**src/source/lsu_pkg.sv**
```systemverilog
// LSU package with RV32 decode constants, instruction views and pipeline and bus structs
package lsu_pkg;

  // Data path is one 32-bit word
  localparam int unsigned XLEN  = 32;
  localparam int unsigned EXC_W = 16;

  // Major opcodes, instruction bits 6:2
  typedef enum logic [4:0] {
    OPC_LOAD   = 5'b00000,
    OPC_OP_IMM = 5'b00100,
    OPC_STORE  = 5'b01000,
    OPC_OP     = 5'b01100,
    OPC_BRANCH = 5'b11000
  } opc_e;

  // Load and store size codes
  localparam logic [2:0] F3_LB  = 3'b000;
  localparam logic [2:0] F3_LH  = 3'b001;
  localparam logic [2:0] F3_LW  = 3'b010;
  localparam logic [2:0] F3_LBU = 3'b100;
  localparam logic [2:0] F3_LHU = 3'b101;
  localparam logic [2:0] F3_SB  = 3'b000;
  localparam logic [2:0] F3_SH  = 3'b001;
  localparam logic [2:0] F3_SW  = 3'b010;

  // Bit positions in the exception vector
  localparam int unsigned CAUSE_MISALIGNED_LOAD    = 4;
  localparam int unsigned CAUSE_LOAD_ACCESS_FAULT  = 5;
  localparam int unsigned CAUSE_MISALIGNED_STORE   = 6;
  localparam int unsigned CAUSE_STORE_ACCESS_FAULT = 7;

  // addi x0, x0, 0
  localparam logic [31:0] INSTR_NOP = 32'h0000_0013;

  ////////////////////////////////////////////////////////////
  // Instruction word, I-type and S-type views
  ////////////////////////////////////////////////////////////

  typedef struct packed {
    logic [11:0] imm;
    logic [4:0]  rs1;
    logic [2:0]  funct3;
    logic [4:0]  rd;
    logic [6:0]  opcode;
  } itype_t;

  typedef struct packed {
    logic [6:0] imm_hi;
    logic [4:0] rs2;
    logic [4:0] rs1;
    logic [2:0] funct3;
    logic [4:0] imm_lo;
    logic [6:0] opcode;
  } stype_t;

  typedef union packed {
    itype_t itype;
    stype_t stype;
  } instr_u;

  ////////////////////////////////////////////////////////////
  // Pipeline and bus bundles
  ////////////////////////////////////////////////////////////

  // Operation from execute
  typedef struct packed {
    logic [XLEN-1:0] pc;
    instr_u          instr;
    logic            bubble;
    logic [XLEN-1:0] base;
    logic [XLEN-1:0] sdata;
    logic [XLEN-1:0] result;
  } ex_op_t;

  // Memory-stage register; mem flags a load or store opcode
  typedef struct packed {
    logic [XLEN-1:0] pc;
    instr_u          instr;
    logic            bubble;
    logic [XLEN-1:0] addr;
    logic [XLEN-1:0] result;
    logic            mis;
    logic            mem;
  } mem_op_t;

  // Wishbone classic master side, word address
  typedef struct packed {
    logic            cyc;
    logic            stb;
    logic            we;
    logic [XLEN-1:2] adr;
    logic [3:0]      sel;
    logic [XLEN-1:0] dat;
  } wbm_req_t;

  typedef struct packed {
    logic            ack;
    logic            err;
    logic [XLEN-1:0] dat;
  } wbs_rsp_t;

  // Register-file write port
  typedef struct packed {
    logic            we;
    logic [4:0]      dst;
    logic [XLEN-1:0] data;
  } rf_wr_t;

endpackage

```
**src/source/mem_issue.sv**
```systemverilog
// Memory-access stage: registers the operation, forms address and lanes, runs the bus cycle
`timescale 1ns/1ps

module mem_issue (
  input  logic              clk_i,
  input  logic              rst_ni,
  input  lsu_pkg::ex_op_t   op_i,
  output logic              ready_o,
  input  logic              stall_i,
  output lsu_pkg::mem_op_t  mem_o,
  output lsu_pkg::wbm_req_t wbm_o
);
  import lsu_pkg::*;

  // Incoming decode
  logic            is_load;
  logic            is_store;
  logic [XLEN-1:0] offset;
  logic [XLEN-1:0] addr_d;
  logic            mis_d;

  // Stage register, control part
  logic            bubble_q;
  logic            mem_q;
  logic            mis_q;
  instr_u          instr_q;

  // Stage register, payload part
  logic [XLEN-1:0] pc_q;
  logic [XLEN-1:0] addr_q;
  logic [XLEN-1:0] result_q;
  logic [XLEN-1:0] sdata_q;

  // Bus request terms
  logic            req;
  logic            we_q;
  logic [1:0]      lane;
  logic [3:0]      sel;

  ////////////////////////////////////////////////////////////
  // Effective address and misalignment
  ////////////////////////////////////////////////////////////

  assign is_load  = (op_i.instr.itype.opcode[6:2] == OPC_LOAD);
  assign is_store = (op_i.instr.stype.opcode[6:2] == OPC_STORE);

  // Stores split the immediate around rd
  assign offset = is_store ?
    {{(XLEN-12){op_i.instr.stype.imm_hi[6]}}, op_i.instr.stype.imm_hi, op_i.instr.stype.imm_lo} :
    {{(XLEN-12){op_i.instr.itype.imm[11]}}, op_i.instr.itype.imm};

  assign addr_d = op_i.base + offset;

  always_comb begin
    mis_d = 1'b0;
    if (is_load) begin
      case (op_i.instr.itype.funct3)
        F3_LH, F3_LHU: mis_d = addr_d[0];
        F3_LW:         mis_d = |addr_d[1:0];
        default:       mis_d = 1'b0;
      endcase
    end else if (is_store) begin
      case (op_i.instr.stype.funct3)
        F3_SH:   mis_d = addr_d[0];
        F3_SW:   mis_d = |addr_d[1:0];
        default: mis_d = 1'b0;
      endcase
    end
  end

  ////////////////////////////////////////////////////////////
  // Stage register, holds while write-back stalls
  ////////////////////////////////////////////////////////////

  always_ff @(posedge clk_i or negedge rst_ni) begin
    if (!rst_ni) begin
      bubble_q <= 1'b1;
      mem_q    <= 1'b0;
      mis_q    <= 1'b0;
      instr_q  <= INSTR_NOP;
    end else if (!stall_i) begin
      bubble_q <= op_i.bubble;
      mem_q    <= is_load | is_store;
      mis_q    <= mis_d;
      instr_q  <= op_i.instr;
    end
  end

  always_ff @(posedge clk_i) begin
    if (!stall_i) begin
      pc_q     <= op_i.pc;
      addr_q   <= addr_d;
      result_q <= op_i.result;
      sdata_q  <= op_i.sdata;
    end
  end

  assign ready_o = ~stall_i;

  assign mem_o = '{pc: pc_q, instr: instr_q, bubble: bubble_q, addr: addr_q,
                   result: result_q, mis: mis_q, mem: mem_q};

  ////////////////////////////////////////////////////////////
  // Wishbone request from the stage register
  ////////////////////////////////////////////////////////////

  // No cycle for bubbles, ALU ops or misaligned accesses
  assign req  = mem_q & ~bubble_q & ~mis_q;
  assign we_q = (instr_q.stype.opcode[6:2] == OPC_STORE);
  assign lane = addr_q[1:0];

  // Size bits of funct3 pick the lane mask
  always_comb begin
    case (instr_q.stype.funct3[1:0])
      2'b00:   sel = 4'b0001 << lane;
      2'b01:   sel = 4'b0011 << lane;
      default: sel = 4'b1111;
    endcase
  end

  assign wbm_o = '{cyc: req, stb: req, we: we_q, adr: addr_q[XLEN-1:2], sel: sel,
                   dat: sdata_q << {lane, 3'b000}};

endmodule

```
**config.mk**
```make
export PLATFORM = sky130hd
export DESIGN_NAME = mem_issue
export DESIGN_NICKNAME = d
export VERILOG_FILES = /design/src/source/lsu_pkg.sv /design/src/source/mem_issue.sv
export SDC_FILE = /design/constraint.sdc
export NUM_CORES = 1
export LEC_CHECK = 0
export ABC_AREA = 1
export BUFFER_PORTS_ARGS = -buffer_cell sky130_fd_sc_hd__buf_4
export CORE_MARGIN = 1.5
export CORE_UTILIZATION = 35
export CTS_CLUSTER_SIZE = 24
export DETAILED_ROUTE_END_ITERATION = 8
export GPL_TIMING_DRIVEN = 0
export SKIP_CTS_REPAIR_TIMING = 1
export SYNTH_ARGS = -nofsm -noshare
export SYNTH_HDL_FRONTEND = slang
export SYNTH_SLANG_ARGS = --single-unit
export TNS_END_PERCENT = 10
```
**constraint.sdc**
```tcl
create_clock -name clk_i -period 7.89 [get_ports clk_i]
set_clock_uncertainty 0.15 [all_clocks]
set_input_delay 1.578 -clock clk_i [delete_from_list [all_inputs] [get_ports clk_i]]
set_output_delay 1.578 -clock clk_i [all_outputs]
set_load 0.01 [all_outputs]
```
==> metrics.cfg <==
[status]
status=finished, final reports clean

[placed_design]
numPortBuffers=363
pre_cts_ws_ps=3090
place_congestion=0.902
placed_area_um2=11600
dp_cells=1628
hpwlAfterDp_mm=21.1

[final_layout]
nets=1524
stdcell_area_um2=12200
finalNonFillerCells=1661
drive_above_1_share_pct=34.4
syn_to_final_growth_pct=44.5
utilization_pct=51.6

[logic_synthesis]
synth_edf_count=128
synth_async_sr_flop_share_pct=21.5
synth_top_area_share_pct=45.7
synth_common_cells=356 x nand2_1, 139 x inv_1, 128 x edfxtp_1
ys_warn_count=0
ys_seq_area_share_pct=56.2
synth_most_common_cell=nand2_1
netlist_instances=944
avgSynthCellArea_um2=8.91
ys_seq_elements=163
synth_top_cell_by_area=edfxtp_1
synth.distinct_cells=33
ys_top_cells_by_area=edfxtp_1 46%, nand2_1 16%, dfrtp_1 9.2%
synth_area_um2=8410
ys.flop_type=edfxtp_1
syn_nets=1140

[die]
core_um2=23500
initial_core_util_pct=35.7
pin_count=365
die_width_um=158
die_area_um2=25000
die_h_um=158
rows=56

[detailed_routing]
final_antenna_net_count=0
vias=7497
routed_wirelength_mm=26.5
vias_per_cell=4.51
drc=0
dr.pass1.iters=5
routedWlPerCell_um=16.0
dr.first_iter.drc_count=350

[global_route]
antenna_found_initial=1
grt_pass1_vias=7117
met2_usage_pct=37.7
grt_busiest_layer=met2
met1_usage_pct=24.9
grt_start_max_net_pins=69
grt_pass1_wl_mm=39.3
overflow=0
grt_usage_pct=21.0
gr-usage-met3_pct=4.63

[critical_path]
worstPathArrival_ps=3060
start_kind=input pin
end_kind=primary output
crit_path_start=stall_i
critical_path_class=in -> out
crit_path_max_fanout=68
rr_startpoint=instr_q[4]
cp_data_required_time_ps=6160

[min_path]
holdCritStartpoint=instr_q[1]
hp-class=reg -> reg

[clock_tree]
cts.clk_slew.worst_paths_ps=70
ctsRootBufferMaster=clkbuf_16
cts_tree=done
numCtsBuffers=17
cts_buffer_depth=2
clock_latency_ps=420
clock-sinks=163
htree_num_levels=4

[power]
p_per_area_nw_per_um2=206
leakagePower_uw=0.00627
ir_worst_vdd_mv=0.115

[sta]
maxSlewHeadroom_pct=54.4
setup_viol_count_final=0
tns_ps=0
period_minus_slack_ps=4790
rsz0062_at_grt=false
fmax_ghz=0.209
period_share_pct=60.7
worst_pin_slew_ps=681
slew_violations=0
finalWorstSetupSlack_ps=3100
hold_viol=0

[run]
cap_violations=0

==> power by group <==
| group | leakage [uW] | internal [uW] | switching [uW] |
|---|---|---|---|
| Sequential | 0.00167 | 1030 | 41.6 |
| Combinational | 0.00434 | 310 | 336 |
| Clock | 0.000258 | 415 | 376 |
| Total | 0.00627 | 1750 | 753 |
==> per-layer routing <==
layer,wire [um],vias up
met5,0,-
met4,454,0
met3,2020,30
met2,13700,271
met1,10400,3441
li1,-,3755
==> registers in the layout (all words and copies together), names as in the netlist <==
name	cells
addr_q	32
instr_q	32
pc_q	32
result_q	32
sdata_q	32
bubble_q	1
mem_q	1
mis_q	1
==> per-stage QoR <==
| stage | power, uW | hold WS [ps] |
|---|---|---|
| after detailed placement | 1730 | 315 |
| after floorplan | 1390 | 306 |
| after global placement | 1730 | 308 |
| after CTS | 2530 | 327 |
| final | 2500 | 326 |
| after global routing | 2630 | 336 |
==> cell families after synthesis <==
| logic type | share of synthesized area [%] |
|---|---|
| simple gates | 22.6 |
| buf+inv | 10.2 |
| flops | 56.2 |
| compound gates | 4.63 |
| fa+ha+maj | 4.85 |
| xor+xnor | 1.56 |
==> worst max-delay path, cell delays in order <==
cell      delay (ps)
clkbuf_1         160
inv_1            110
clkbuf_4         320
buf_16           300
buf_16           330
buf_4            190
==> layout by cell type (no fill, tap or decap), drive strengths merged, types with 2 or more instances in the layout <==
cell / Yosys / layout
a21oi: 23 / 23
a22oi: 8 / 8
buf: 43 / 408
clkbuf: 6 / 25
clkinv: 1 / 4
clkinvlp: 0 / 4
dfrtp: 31 / 31
dfstp: 4 / 4
edfxtp: 128 / 128
ha: 31 / 31
inv: 140 / 146
nand2: 366 / 366
nand3: 35 / 35
nand4: 5 / 5
nor2: 61 / 61
nor3: 4 / 4
nor3b: 2 / 2
o21ai: 32 / 32
o21bai: 3 / 3
xnor2: 3 / 3
xor2: 12 / 12
==> area by class of cell <==
cell class / instances / area, um^2
multi-input cells: 591 / 2830
well taps: 319 / 399
plain buffers: 49 / 334
inverters: 141 / 529
repair buffers: 365 / 2780
clock inverters: 13 / 121
flip-flops and latches: 163 / 4720
fillers: 2238 / 11400
diodes: 1 / 2.50
clock buffers: 19 / 433
==> worst paths after layout <==
| path | depth (start not counted) | slack [ps] | end |
|---|---|---|---|
| setup / recovery | 6 | 3100 | ready_o |
| hold / removal | 2 | 330 | instr_q[1] |
| setup reg to reg | 2 | 6990 | instr_q[4] |
| hold reg to reg | 2 | 330 | instr_q[1] |
| max in group asynchronous | 1 | 6280 | bubble_q |
| min in group asynchronous | 1 | 950 | instr_q[5] |
No activity file was read; power rests on OpenSTA's default activity.
