<file path="src/source/lsu_pkg.sv">
// LSU package with RV32 decode constants, instruction views and pipeline and bus structs
package lsu_pkg;

  // Data path is one 32-bit word
  localparam int unsigned XLEN  = 32;
  localparam int unsigned EXC_W = 16;

  // Major opcodes, instruction bits 6:2
  typedef enum logic [4:0] {
    OPC_LOAD   = 5'b00000,
    OPC_OP_IMM = 5'b00100,
    OPC_STORE  = 5'b01000,
    OPC_OP     = 5'b01100,
    OPC_BRANCH = 5'b11000
  } opc_e;

  // Load and store size codes
  localparam logic [2:0] F3_LB  = 3'b000;
  localparam logic [2:0] F3_LH  = 3'b001;
  localparam logic [2:0] F3_LW  = 3'b010;
  localparam logic [2:0] F3_LBU = 3'b100;
  localparam logic [2:0] F3_LHU = 3'b101;
  localparam logic [2:0] F3_SB  = 3'b000;
  localparam logic [2:0] F3_SH  = 3'b001;
  localparam logic [2:0] F3_SW  = 3'b010;

  // Bit positions in the exception vector
  localparam int unsigned CAUSE_MISALIGNED_LOAD    = 4;
  localparam int unsigned CAUSE_LOAD_ACCESS_FAULT  = 5;
  localparam int unsigned CAUSE_MISALIGNED_STORE   = 6;
  localparam int unsigned CAUSE_STORE_ACCESS_FAULT = 7;

  // addi x0, x0, 0
  localparam logic [31:0] INSTR_NOP = 32'h0000_0013;

  ////////////////////////////////////////////////////////////
  // Instruction word, I-type and S-type views
  ////////////////////////////////////////////////////////////

  typedef struct packed {
    logic [11:0] imm;
    logic [4:0]  rs1;
    logic [2:0]  funct3;
    logic [4:0]  rd;
    logic [6:0]  opcode;
  } itype_t;

  typedef struct packed {
    logic [6:0] imm_hi;
    logic [4:0] rs2;
    logic [4:0] rs1;
    logic [2:0] funct3;
    logic [4:0] imm_lo;
    logic [6:0] opcode;
  } stype_t;

  typedef union packed {
    itype_t itype;
    stype_t stype;
  } instr_u;

  ////////////////////////////////////////////////////////////
  // Pipeline and bus bundles
  ////////////////////////////////////////////////////////////

  // Operation from execute
  typedef struct packed {
    logic [XLEN-1:0] pc;
    instr_u          instr;
    logic            bubble;
    logic [XLEN-1:0] base;
    logic [XLEN-1:0] sdata;
    logic [XLEN-1:0] result;
  } ex_op_t;

  // Memory-stage register; mem flags a load or store opcode
  typedef struct packed {
    logic [XLEN-1:0] pc;
    instr_u          instr;
    logic            bubble;
    logic [XLEN-1:0] addr;
    logic [XLEN-1:0] result;
    logic            mis;
    logic            mem;
  } mem_op_t;

  // Wishbone classic master side, word address
  typedef struct packed {
    logic            cyc;
    logic            stb;
    logic            we;
    logic [XLEN-1:2] adr;
    logic [3:0]      sel;
    logic [XLEN-1:0] dat;
  } wbm_req_t;

  typedef struct packed {
    logic            ack;
    logic            err;
    logic [XLEN-1:0] dat;
  } wbs_rsp_t;

  // Register-file write port
  typedef struct packed {
    logic            we;
    logic [4:0]      dst;
    logic [XLEN-1:0] data;
  } rf_wr_t;

endpackage

</file>
<file path="src/source/wb_stage.sv">
// Write-back stage: load extraction, exception vector, memory stall and register-file write
`timescale 1ns/1ps

module wb_stage #(
  parameter logic [lsu_pkg::XLEN-1:0] PC_INIT = 32'h8000_0000
) (
  input  logic                      clk_i,
  input  logic                      rst_ni,
  input  lsu_pkg::mem_op_t          mem_i,
  input  lsu_pkg::wbs_rsp_t         wbs_i,
  output logic                      stall_o,
  output logic [lsu_pkg::XLEN-1:0]  wb_pc_o,
  output lsu_pkg::instr_u           wb_instr_o,
  output logic                      wb_bubble_o,
  output logic [lsu_pkg::EXC_W-1:0] wb_exception_o,
  output logic [lsu_pkg::XLEN-1:0]  wb_badaddr_o,
  output lsu_pkg::rf_wr_t           rf_o
);
  import lsu_pkg::*;

  // Decode of the memory-stage word
  logic [4:0]       opc;
  logic [2:0]       funct3;
  logic [4:0]       rd;
  logic             is_load;
  logic             is_store;
  logic             is_branch;

  logic [EXC_W-1:0] exc;
  logic             fault;
  logic [XLEN-1:0]  shifted;
  logic [XLEN-1:0]  ld_data;
  logic             rf_we_d;

  // Register-file write, kept apart for reset
  logic             rf_we_q;
  logic [4:0]       rf_dst_q;
  logic [XLEN-1:0]  rf_data_q;

  assign opc       = mem_i.instr.itype.opcode[6:2];
  assign funct3    = mem_i.instr.itype.funct3;
  assign rd        = mem_i.instr.itype.rd;
  assign is_load   = (opc == OPC_LOAD);
  assign is_store  = (opc == OPC_STORE);
  assign is_branch = (opc == OPC_BRANCH);

  ////////////////////////////////////////////////////////////
  // Stall and exceptions
  ////////////////////////////////////////////////////////////

  // Wait for the slave reply on a live aligned access
  assign stall_o = mem_i.mem & ~mem_i.bubble & ~mem_i.mis & ~(wbs_i.ack | wbs_i.err);

  always_comb begin
    exc = '0;
    if (!mem_i.bubble) begin
      if (is_load) begin
        exc[CAUSE_MISALIGNED_LOAD]   = mem_i.mis;
        exc[CAUSE_LOAD_ACCESS_FAULT] = wbs_i.err;
      end
      if (is_store) begin
        exc[CAUSE_MISALIGNED_STORE]   = mem_i.mis;
        exc[CAUSE_STORE_ACCESS_FAULT] = wbs_i.err;
      end
    end
  end

  assign fault = exc[CAUSE_MISALIGNED_LOAD] | exc[CAUSE_LOAD_ACCESS_FAULT] |
                 exc[CAUSE_MISALIGNED_STORE] | exc[CAUSE_STORE_ACCESS_FAULT];

  ////////////////////////////////////////////////////////////
  // Load data
  ////////////////////////////////////////////////////////////

  // Bring the addressed byte or half down to bit 0
  assign shifted = wbs_i.dat >> {mem_i.addr[1:0], 3'b000};

  always_comb begin
    case (funct3)
      F3_LB:   ld_data = {{(XLEN-8){shifted[7]}}, shifted[7:0]};
      F3_LH:   ld_data = {{(XLEN-16){shifted[15]}}, shifted[15:0]};
      F3_LBU:  ld_data = {{(XLEN-8){1'b0}}, shifted[7:0]};
      F3_LHU:  ld_data = {{(XLEN-16){1'b0}}, shifted[15:0]};
      F3_LW:   ld_data = shifted;
      default: ld_data = shifted;
    endcase
  end

  // x0 never written, stores and branches have no rd
  assign rf_we_d = ~mem_i.bubble & ~fault & (|rd) & ~is_store & ~is_branch;

  ////////////////////////////////////////////////////////////
  // Write-back registers
  ////////////////////////////////////////////////////////////

  always_ff @(posedge clk_i or negedge rst_ni) begin
    if (!rst_ni) begin
      wb_pc_o        <= PC_INIT;
      wb_instr_o     <= INSTR_NOP;
      wb_bubble_o    <= 1'b1;
      wb_exception_o <= '0;
      rf_we_q        <= 1'b0;
    end else if (!stall_o) begin
      wb_pc_o        <= mem_i.pc;
      wb_instr_o     <= mem_i.instr;
      wb_bubble_o    <= mem_i.bubble;
      wb_exception_o <= exc;
      rf_we_q        <= rf_we_d;
    end
  end

  // Faulting address, else the pc
  always_ff @(posedge clk_i) begin
    if (!stall_o) begin
      wb_badaddr_o <= fault ? mem_i.addr : mem_i.pc;
      rf_dst_q     <= rd;
      rf_data_q    <= is_load ? ld_data : mem_i.result;
    end
  end

  assign rf_o = '{we: rf_we_q, dst: rf_dst_q, data: rf_data_q};

endmodule

</file>
<file path="config.mk">
export PLATFORM = sky130hd
export DESIGN_NAME = wb_stage
export DESIGN_NICKNAME = d
export VERILOG_FILES = /design/src/source/lsu_pkg.sv /design/src/source/wb_stage.sv
export SDC_FILE = /design/constraint.sdc
export NUM_CORES = 1
export LEC_CHECK = 0
export ABC_AREA = 1
export ABC_CLOCK_PERIOD_IN_PS = 2000
export BUFFER_PORTS_ARGS = -buffer_cell sky130_fd_sc_hd__buf_2
export CORE_AREA = 2 2 124 126
export CTS_CLUSTER_DIAMETER = 100
export DETAILED_ROUTE_END_ITERATION = 6
export DIE_AREA = 0 0 126 128
export PLACE_DENSITY = 0.8
export SLEW_MARGIN = 20
export SYNTH_ARGS = -nofsm -noshare
export SYNTH_HDL_FRONTEND = slang
export SYNTH_SLANG_ARGS = --single-unit
</file>
<file path="constraint.sdc">
create_clock -name clk_i -period 2 [get_ports clk_i]
set_input_delay 0.2 -clock clk_i [delete_from_list [all_inputs] [get_ports clk_i]]
set_output_delay 0.2 -clock clk_i [all_outputs]
set_load 0.02 [all_outputs]
</file>
==> impl_results.md, run 1 <==
* # Max-Cap Violations at 0
* Required time at the worst-slack endpoint at 2.28 ns
* Root buf cell: sky130_fd_sc_hd__clkbuf_16
* TritonCTS clock tree: done
* Proportion of power drawn by flip-flops and latches at 0.431
* Part of the power in combinational logic at 0.157
* Count of final max-slew check failures at 0
* Unrepaired setup endpoints after global routing: false
* Tightest Pin Transition at 0.815 ns
* Sequential element share of the synthesized area at 0.553
* Core Region at 14900 um2
* Critical path start-end classification: in -> reg
* Max Buffers Root-to-Sink at 2
* Highest fanout seen on the critical path at 32
* Syn Area/Cell at 8.54 um2
* Filler cell count at 1254
* Area of the mapped netlist at 6930 um2
* Effective utilization at floorplan at 0.466
* GPL Wtd Cong at 0.871
* Post-CTS Setup Bufs at 0
* Share of the core filled with cells at 0.634
* Worst Setup Slack, final at 0.658 ns
* Area added between synthesis and finish at 36.1%
* Number of global-route vias before repair at 6495
* Endpoint of the worst hold-timing path: wb_pc_o[4]$_DFFE_PN0N_
* Highest achievable clock rate at 745 MHz
* Std-Cell Rows at 45
* Number of nets still failing antenna checks after routing at 0
* Power Density at 809 nW/um2
* Number of cells on the worst hold path at 3
* Count of yosys warnings during synthesis at 0
* HPWL reported at the end of detailed placement at 15000 um
* Clock skew after layout at 0 ns
* P_leak at 5.02 nW
* First-pass GRT wire length at 32600 um
* Sinks on the clock net at 139
* Number of buffers inserted by port buffering at 306
* Wirelength per Cell at 15.9 um
* Total Routed Length at 21300 um
* Crit start category: input port
* Critical path arrival at 1.62 ns
* Path category of the worst min-delay check: in -> reg
* Final Critical Period at 1.34 ns
* Largest net degree at the start of global routing at 125
* Initial antenna violation count at 1
* Clock latency on the worst-skew pair at 0.43 ns
* Part of the total power dissipated in the clock network at 0.412
* Net switching share of the total power at 0.272
* Setup TNS at 0 ns
* Number of hold violations in the final report at 0
* CP Capture Type: flip-flop
* Status: complete, no violations
* Number of vias after detailed routing at 6743
* P_int at 5.55 mW
* Distinct cell type count after synthesis at 31
* Worst IR drop on VDD at 523 uV
* Die span in y at 128 um
* Number of buffers created by CTS at 17
* Total placed cells including tap cells at 1269
* Worst min-delay path startpoint: mem_i[103]
* Worst setup slack for register-to-register paths at 1.26 ns
* Gate count after technology mapping at 811
* I/O pin count at 319
* Final period utilization at 0.671
* DRC errors left at 0
* Layout cell share with drive strength beyond 1 at 0.346
* Total number of H-tree levels at 4
* Worst R2R Path Depth at 2
* All-Layer GR Usage at 0.259
* Final Non-Filler Cells at 1338
* Endpoint of the most critical register-to-register path: wb_instr_o[4]$_DFFE_PN1N_
* Avg Vias per Cell at 5.04
* Startpoint of the worst-slack reg-to-reg timing path: wb_instr_o[4]$_DFFE_PN1N_
* Net load switching power at 2.07 mW
* Gr ovfl total at 0
* Flops & latches, synth at 139
* Drt first-iter violations at 474
* Clock input transition at the sequential cells of the worst setup and hold paths at 0.06 ns
* Die Outline Area at 16100 um2
* Worst setup timing slack at the placement stage at 0.231 ns
* First-pass DRT Iterations at 5
* Horizontal die dimension at 126 um
* # setup viols final at 0
* Fin nets at 1303
* Worst slew margin relative to its limit at 0.454
[critical path, cell delays in order]
cell and delay, ns:
sky130_fd_sc_hd__buf_2 0.10, sky130_fd_sc_hd__inv_1 0.15, sky130_fd_sc_hd__nor2_4 0.09, sky130_fd_sc_hd__o21ai_4 0.66, sky130_fd_sc_hd__nand4_1 0.25, sky130_fd_sc_hd__nand2_1 0.15
[stage by stage]
| stage | area (um2) | hold WS, ns | power (mW) |
|---|---|---|---|
| after floorplan | 6970 | -0.0956 | 3.99 |
| after CTS | 9420 | 0.0000101 | 7.66 |
| final | 9420 | 0.00307 | 7.62 |
| after detailed placement | 8470 | 0.156 | 4.48 |
| after global routing | 9420 | 0.00996 | 7.88 |
| after global placement | 8470 | 0.151 | 4.46 |
[layer usage]
layer / wire length (um) / GRT usage
met1: 8170 / 0.309
met2: 10600 / 0.446
met3: 1670 / 0.0593
met4: 804 / 0.124
met5: 0 / 0
[cell type report]
cell class	count	area [um2]	area share
Sequential cell	139	3830	0.406
Multi-Input combinational cell	568	2540	0.269
Timing Repair Buffer	353	2010	0.214
Clock buffer	20	447	0.0474
Tap cell	188	235	0.0250
Inverter	57	219	0.0232
Clock inverter	12	139	0.0147
Antenna cell	1	2.50	0.000266
[flip-flops by register name, indices dropped and copies added (netlist names)]
| register | flops |
|---|---|
| rf_dst_q | 5 |
| rf_we_q | 1 |
| wb_instr_o | 32 |
| rf_data_q | 32 |
| wb_badaddr_o | 32 |
| wb_pc_o | 32 |
| wb_exception_o | 4 |
| wb_bubble_o | 1 |
[worst max path at each step]
stage | cells past startpoint | slack [ns] | startpoint | endpoint
floorplan | 3 | 0.32 | wbs_i[32] | rf_data_q[0]$_DFFE_PN_
global placement | 7 | 0.29 | mem_i[35] | rf_data_q[23]$_DFFE_PN_
detailed placement | 6 | 0.23 | wbs_i[32] | wb_badaddr_o[14]$_DFFE_PN_
CTS | 5 | 0.62 | mem_i[66] | stall_o
global route | 6 | 0.52 | wbs_i[32] | wb_badaddr_o[14]$_DFFE_PN_
finish | 6 | 0.66 | wbs_i[32] | wb_badaddr_o[14]$_DFFE_PN_
[cells by family (layout without fill, tap and decap cells)]
logic type,after synthesis,in the layout,share of synthesized area
and+or+nand+nor,539,539,0.340
DFF,139,139,0.553
buffers and inverters,115,442,0.0878
AOI/OAI and AO/OA,17,17,0.0190
other,1,13,0.000541
[cells in the final DEF, fill, tap and decap left out, types with 12 or more instances in the layout]
cell type                         n
sky130_fd_sc_hd__buf_2          305
sky130_fd_sc_hd__clkbuf_16       17
sky130_fd_sc_hd__conb_1          12
sky130_fd_sc_hd__dfrtp_1         65
sky130_fd_sc_hd__dlygate4sd3_1   36
sky130_fd_sc_hd__edfxtp_1        69
sky130_fd_sc_hd__inv_1           52
sky130_fd_sc_hd__nand2_1        370
sky130_fd_sc_hd__nand3_1         50
sky130_fd_sc_hd__nand4_1         33
sky130_fd_sc_hd__nor2_1          41
sky130_fd_sc_hd__or2_2           19
[synth_stat cells (all sizes together)]
cell type / count / area (um2)
a21o: 1 / 7.51
a22o: 2 / 17.5
a2bb2oi: 1 / 26.3
buf: 55 / 377
clkbuf: 3 / 12.5
conb: 1 / 3.75
dfrtp: 65 / 1630
dfstp: 5 / 131
edfxtp: 69 / 2070
inv: 57 / 219
nand2: 373 / 1410
nand3: 62 / 378
nand4: 33 / 206
nor2: 46 / 205
nor3: 1 / 5.00
o21ai: 12 / 71.3
o2bb2ai: 1 / 8.76
or2: 24 / 150
[power by group through the flow]
stage	Sequential [mW]	Combinational, mW	Clock [mW]
2_1_floorplan	3.60	0.395	0
3_3_place_gp	3.33	1.12	0
3_5_place_dp	3.34	1.14	0
4_1_cts	3.29	1.20	3.17
5_1_grt	3.30	1.29	3.29
6_report	3.29	1.19	3.14
[repair_timing]
item	4_1_cts	5_1_grt
hold endpoints to repair	62	0
gates resized for setup	0	0
hold buffers	36	0
No activity file was read; power rests on OpenSTA's default activity.
==> run 2, diff against run 1 <==
--- a/config.mk
+++ b/config.mk
@@ -6,12 +6,11 @@
 export NUM_CORES = 1
 export LEC_CHECK = 0
 export ABC_AREA = 1
-export ABC_CLOCK_PERIOD_IN_PS = 2000
+export ABC_CLOCK_PERIOD_IN_PS = 1400
 export BUFFER_PORTS_ARGS = -buffer_cell sky130_fd_sc_hd__buf_2
-export CORE_AREA = 2 2 124 126
+export CORE_UTILIZATION = 47
 export CTS_CLUSTER_DIAMETER = 100
 export DETAILED_ROUTE_END_ITERATION = 6
-export DIE_AREA = 0 0 126 128
 export PLACE_DENSITY = 0.8
 export SLEW_MARGIN = 20
 export SYNTH_ARGS = -nofsm -noshare
==> constraint.sdc (replaced) <==
create_clock -name clk_i -period 1.4 [get_ports clk_i]
set_input_delay 0.14 -clock clk_i [delete_from_list [all_inputs] [get_ports clk_i]]
set_output_delay 0.14 -clock clk_i [all_outputs]
set_load 0.02 [all_outputs]
==> impl_results.md, run 2 (synthesis results as in run 1) <==
* Tightest Pin Transition at 0.833 ns (+0.0179 ns)
* All-Layer GR Usage at 0.316 (+0.0568)
* CP Capture Type: output pin
* Clock latency on the worst-skew pair at 0.41 ns (-0.02 ns)
* I/O pin count at 319 (unchanged)
* Total Routed Length at 24500 um (+15%)
* Worst setup timing slack at the placement stage at -0.254 ns (-0.486 ns)
* Initial antenna violation count at 2 (+1)
* Max Buffers Root-to-Sink at 2 (unchanged)
* Die Outline Area at 15200 um2 (-5.6%)
* # setup viols final at 0 (unchanged)
* Number of nets still failing antenna checks after routing at 0 (unchanged)
* Total Power Consumption at 11.7 mW (+53%)
* DRC errors left at 0 (unchanged)
* Number of cells on the worst hold path at 3 (unchanged)
* Die span in y at 123 um (-3.6%)
* Std-Cell Rows at 43 (-4.4%)
* Number of global-route vias before repair at 6957 (+7.1%)
* Horizontal die dimension at 123 um (-2.1%)
* Highest fanout seen on the critical path at 20 (-38%)
* Wirelength per Cell at 17.4 um (+9.5%)
* Crit start category: input port
* Number of buffers inserted by port buffering at 306 (unchanged)
* Path category of the worst min-delay check: in -> reg
* Area of all placed cells without fillers at 10300 um2 (+9.3%)
* Status: complete, but fails checks
* Number of vias after detailed routing at 7373 (+9.3%)
* Filler cell count at 989 (-21%)
* Final Critical Period at 1.30 ns
* Failing checks: negative hold slack
* Area added between synthesis and finish at 48.7%
* Highest achievable clock rate at 768 MHz
* Drt first-iter violations at 795 (+68%)
* Required time at the worst-slack endpoint at 1.26 ns (-1.02 ns)
* Most frequent cells in the layout: 370 x sky130_fd_sc_hd__nand2_1, 305 x sky130_fd_sc_hd__buf_2, 86 x sky130_fd_sc_hd__dlygate4sd3_1
* Largest net degree at the start of global routing at 62 (-50%)
* Final period utilization at 0.930
* Power Density at 1130 nW/um2 (+40%)
* Critical path start-end classification: in -> out
* Total number of H-tree levels at 4 (unchanged)
* Avg Vias per Cell at 5.24 (+3.9%)
* Gr ovfl total at 0 (unchanged)
* Clock skew after layout at 0 ns (unchanged)
* Sinks on the clock net at 139 (unchanged)
* HPWL reported at the end of detailed placement at 15200 um (+1.1%)
* Clock input transition at the sequential cells of the worst setup and hold paths at 0.06 ns (about the same)
* Worst Setup Slack, final at 0.0985 ns (-0.559 ns)
* P_leak at 5.42 nW (+8.1%)
* TritonCTS clock tree: done
* Placed Area at 8750 um2 (+3.2%)
* Number of hold violations in the final report at 1 (+1)
* First-pass GRT wire length at 35400 um (+8.7%)
* First-pass DRT Iterations at 6 (+1)
* Worst slew margin relative to its limit at 0.442 (-0.0121)
* Core Region at 14100 um2 (-4.8%)
* Critical path arrival at 1.16 ns (-0.46 ns)
* # Max-Cap Violations at 0 (unchanged)
* GPL Wtd Cong at 0.930 (+6.7%)
* Root buf cell: sky130_fd_sc_hd__clkbuf_16
* Fin nets at 1380 (+5.9%)
* Effective utilization at floorplan at 0.489 (+0.0235)
* Worst R2R Path Depth at 2 (unchanged)
* Unrepaired setup endpoints after global routing: false
* Worst IR drop on VDD at 729 uV (+39%)
* Most common cell after layout, fill and taps aside: sky130_fd_sc_hd__nand2_1
* Layout cell share with drive strength beyond 1 at 0.348 (+0.00190)
* Count of final max-slew check failures at 0 (unchanged)
* Number of buffers created by CTS at 17 (unchanged)
* Hold slack at -0.00317 ns (-0.00623 ns)
[run 2: cell count changes in the layout (fill, tap and decap cells not counted), moves of 2 or more]
cell,previous run,this run
sky130_fd_sc_hd__dlygate4sd3_1,36,86
sky130_fd_sc_hd__buf_4,9,28
sky130_fd_sc_hd__buf_12,3,10
sky130_fd_sc_hd__bufinv_16,2,5
sky130_fd_sc_hd__clkbuf_1,2,0
[run 2: power breakdown]
group	internal, mW	leakage [nW]	switching [mW]
Clock	3.21	0.311	1.78
Combinational	0.783	3.56	1.15
Sequential	4.60	1.55	0.125
Total	8.59	5.42	3.06
[run 2: repair_timing]
| action | 4_1_cts | 5_1_grt |
|---|---|---|
| setup buffers | 0 | 0 |
| hold buffers | 85 | 1 |
| gates resized for setup | 0 | 2 |
| endpoints found under the setup margin | 0 | 4 |
| endpoints found under the hold margin | 152 | 1 |
[run 2: worst paths after layout]
| path | from | slack, ns | end |
|---|---|---|---|
| max in group asynchronous | rst_ni | 0.71 | wb_instr_o[4]$_DFFE_PN1N_ |
| min in group asynchronous | rst_ni | 0.11 | wb_pc_o[5]$_DFFE_PN0N_ |
| hold / removal | mem_i[64] | -0.003 | wb_badaddr_o[30]$_DFFE_PN_ |
| hold reg to reg | wb_instr_o[1]$_DFFE_PN1N_ | 0.47 | wb_instr_o[1]$_DFFE_PN1N_ |
| setup / recovery | mem_i[66] | 0.1 | stall_o |
| setup reg to reg | wb_instr_o[9]$_DFFE_PN0N_ | 0.66 | wb_instr_o[9]$_DFFE_PN0N_ |
[run 2: metrics by stage]
step	cells	setup TNS, ns	util
6_report	1408	0	0.728
5_1_grt	1408	0	0.728
4_1_cts	1404	0	0.725
3_5_place_dp	1287	-8.32	0.618
3_3_place_gp	1287	-5.71	0.618
2_1_floorplan	822	0	-
[run 2: final cells by class]
| class | instances | area [um2] | share of cell area |
|---|---|---|---|
| Antenna cell | 2 | 5.00 | 0.000486 |
| Clock buffer | 18 | 439 | 0.0426 |
| Clock inverter | 14 | 216 | 0.0210 |
| Inverter | 57 | 219 | 0.0213 |
| Multi-Input combinational cell | 569 | 2570 | 0.249 |
| Sequential cell | 139 | 3830 | 0.372 |
| Tap cell | 180 | 225 | 0.0219 |
| Timing Repair Buffer | 429 | 2800 | 0.272 |
[run 2: critical path: stages]
cell	delay, ns
sky130_fd_sc_hd__buf_2	0.16
sky130_fd_sc_hd__nor2_1	0.15
sky130_fd_sc_hd__buf_4	0.14
sky130_fd_sc_hd__nand3_4	0.11
sky130_fd_sc_hd__inv_2	0.13
sky130_fd_sc_hd__buf_12	0.16
sky130_fd_sc_hd__buf_2	0.17
[run 2: layer usage]
layer | vias up | global-route usage | part of all wire
li1 | 3367 | - | -
met5 | - | 0 | 0
met1 | 3356 | 0.352 | 0.35
met4 | 0 | 0.188 | 0.060
met2 | 532 | 0.531 | 0.49
met3 | 118 | 0.0973 | 0.11
==> run 3, diff against run 2 <==
--- a/config.mk
+++ b/config.mk
@@ -11,7 +11,8 @@
 export CORE_UTILIZATION = 47
 export CTS_CLUSTER_DIAMETER = 100
 export DETAILED_ROUTE_END_ITERATION = 6
-export PLACE_DENSITY = 0.8
+export GPL_TIMING_DRIVEN = 0
+export PLACE_DENSITY = 0.81
 export SLEW_MARGIN = 20
 export SYNTH_ARGS = -nofsm -noshare
 export SYNTH_HDL_FRONTEND = slang
==> impl_results.md, run 3 (synthesis results as in run 1) <==
* Placed Area at 8750 um2 (about the same)
* Largest net degree at the start of global routing at 79 (+27%)
* Maximum single-stage delay on the critical path at 0.52 ns (+0.35 ns)
* Avg Vias per Cell at 5.17 (-1.3%)
* Critical path arrival at 1.17 ns (about the same)
* Status: complete, no violations
* Number of global-route vias before repair at 7200 (+3.5%)
* Most common cell after layout, fill and taps aside: sky130_fd_sc_hd__nand2_1
* Power Density at 1090 nW/um2 (-3.7%)
* Drt first-iter violations at 689 (-13%)
* Share of the core filled with cells at 0.722 (-0.00548)
* Number of buffers inserted by port buffering at 304 (-0.65%)
* Area added between synthesis and finish at 47.6%
* Path category of the worst min-delay check: in -> reg
* Effective utilization at floorplan at 0.489 (unchanged)
* I/O pin count at 319 (unchanged)
* Clock latency on the worst-skew pair at 0.42 ns (about the same)
* Hold slack at 0.00672 ns (+0.00989 ns)
* Highest fanout seen on the critical path at 2 (-90%)
* HPWL reported at the end of detailed placement at 16000 um (+5.6%)
* Number of vias after detailed routing at 7394 (+0.28%)
* Highest-delay cell along the critical path: sky130_fd_sc_hd__dfstp_2
* Critical path start-end classification: reg -> out
* Root buf cell: sky130_fd_sc_hd__clkbuf_16
* Largest delay contributor family on the critical path: flip-flops
* Number of buffers created by CTS at 17 (unchanged)
* Die span in y at 123 um (unchanged)
* Clock skew after layout at 0 ns (unchanged)
* Final period utilization at 0.938 (+0.00803)
* Worst setup timing slack at the placement stage at -0.286 ns (-0.0321 ns)
* Worst Setup Slack, final at 0.0873 ns (-0.0112 ns)
* DRC errors left at 0 (unchanged)
* Total Power Consumption at 11.1 mW (-4.4%)
* Clock input transition at the sequential cells of the worst setup and hold paths at 0.06 ns (about the same)
* Number of hold violations in the final report at 0 (-1)
* Final Critical Period at 1.31 ns (+0.0112 ns)
* Std-Cell Rows at 43 (unchanged)
* TritonCTS clock tree: done
* CP Capture Type: output pin
* Initial antenna violation count at 3 (+1)
* Worst path bufs/invs at 1 (-4)
* Core Region at 14100 um2 (unchanged)
* First-pass GRT wire length at 37900 um (+7.0%)
* Max Buffers Root-to-Sink at 2 (unchanged)
* # Max-Cap Violations at 0 (unchanged)
* Unrepaired setup endpoints after global routing: false
* P_leak at 5.45 nW (+0.45%)
* Crit-path cells: buf_2
* Most frequent cells in the layout: 370 x sky130_fd_sc_hd__nand2_1, 324 x sky130_fd_sc_hd__buf_2, 89 x sky130_fd_sc_hd__dlygate4sd3_1
* Total Routed Length at 25500 um (+4.3%)
* Wirelength per Cell at 17.8 um (+2.6%)
* Sinks on the clock net at 139 (unchanged)
* Tightest Pin Transition at 1.04 ns (+0.206 ns)
* Highest achievable clock rate at 762 MHz (-0.86%)
* Area of all placed cells without fillers at 10200 um2 (-0.75%)
* Worst IR drop on VDD at 785 uV (+7.7%)
* Count of final max-slew check failures at 0 (unchanged)
* Total number of H-tree levels at 4 (unchanged)
* Crit start category: flip-flop
* GPL Wtd Cong at 0.876 (-5.8%)
* Layout cell share with drive strength beyond 1 at 0.353 (+0.00428)
* All-Layer GR Usage at 0.340 (+0.0245)
* Filler cell count at 1029 (+4.0%)
* Gr ovfl total at 0 (unchanged)
* Die Outline Area at 15200 um2 (unchanged)
* Horizontal die dimension at 123 um (unchanged)
* Required time at the worst-slack endpoint at 1.26 ns (about the same)
* Number of nets still failing antenna checks after routing at 0 (unchanged)
* # setup viols final at 0 (unchanged)
* First-pass DRT Iterations at 7 (+1)
* Fin nets at 1402 (+1.6%)
* Worst slew margin relative to its limit at 0.307 (-0.135)
-- run 3: cell count changes in the layout (fill, tap and decap cells not counted), moves of 2 or more --
cell,change
sky130_fd_sc_hd__buf_12,-10
sky130_fd_sc_hd__buf_2,+19
sky130_fd_sc_hd__buf_6,+5
sky130_fd_sc_hd__clkbuf_1,+5
sky130_fd_sc_hd__bufinv_16,-3
sky130_fd_sc_hd__clkinvlp_4,-2
sky130_fd_sc_hd__buf_4,+2
sky130_fd_sc_hd__dlygate4sd3_1,+3
-- run 3: power by group --
| part | switching (mW) | leakage, nW | internal [mW] | total [mW] |
|---|---|---|---|---|
| registers | 0.115 | 1.55 | 4.60 | 4.71 |
| logic | 1.16 | 3.61 | 0.786 | 1.95 |
| clock network | 1.75 | 0.283 | 2.72 | 4.47 |
| total | 3.03 | 5.45 | 8.10 | 11.1 |
-- run 3: repair_timing --
| item | 4_1_cts | 5_1_grt |
|---|---|---|
| setup buffers | 0 | 0 |
| hold buffers | 89 | 0 |
| hold endpoints to repair | 156 | 0 |
| gates resized for setup | 0 | 0 |
-- run 3: worst paths after layout --
check | start | to | slack (ns) | cells past startpoint
worst max-delay path | wb_pc_o[31]$_DFFE_PN1N_ | wb_pc_o[31] | 0.09 | 1
worst min-delay path | mem_i[6] | rf_data_q[4]$_DFFE_PN_ | 0.007 | 3
max in group asynchronous | rst_ni | wb_instr_o[0]$_DFFE_PN1N_ | 0.65 | 3
min in group asynchronous | rst_ni | wb_pc_o[9]$_DFFE_PN0N_ | 0.15 | 2
worst min register to register | wb_pc_o[31]$_DFFE_PN1N_ | wb_pc_o[31]$_DFFE_PN1N_ | 0.46 | 2
worst max register to register | wb_pc_o[15]$_DFFE_PN0N_ | wb_pc_o[15]$_DFFE_PN0N_ | 0.61 | 2
-- run 3: tightest hold or removal path: stages --
cell and delay (ns):
sky130_fd_sc_hd__buf_2 0.08, sky130_fd_sc_hd__nand2_1 0.04, sky130_fd_sc_hd__nand2_1 0.06
-- run 3: routing by layer --
layer	track usage	share of wire
met1	0.372	0.36
met5	0.0208	0
met4	0.184	0.053
met2	0.564	0.48
met3	0.135	0.11
-- run 3: stage by stage --
| step | instances | TNS, ns |
|---|---|---|
| floorplan | 822 | 0 |
| global placement | 1306 | -35.35 |
| detailed placement | 1307 | -25.13 |
| CTS | 1428 | 0 |
| global route | 1430 | 0 |
| finish | 1431 | 0 |
-- run 3: cell type report --
cell class,count,area (um2),area share
timing repair buffer,394,2440,0.239
antenna,3,7.51,0.000734
buffer,58,392,0.0383
inverter,57,219,0.0214
tap,180,225,0.0220
sequential,139,3830,0.375
clock inverter,10,114,0.0111
clock buffer,22,464,0.0454
multi-input combinational,568,2530,0.247
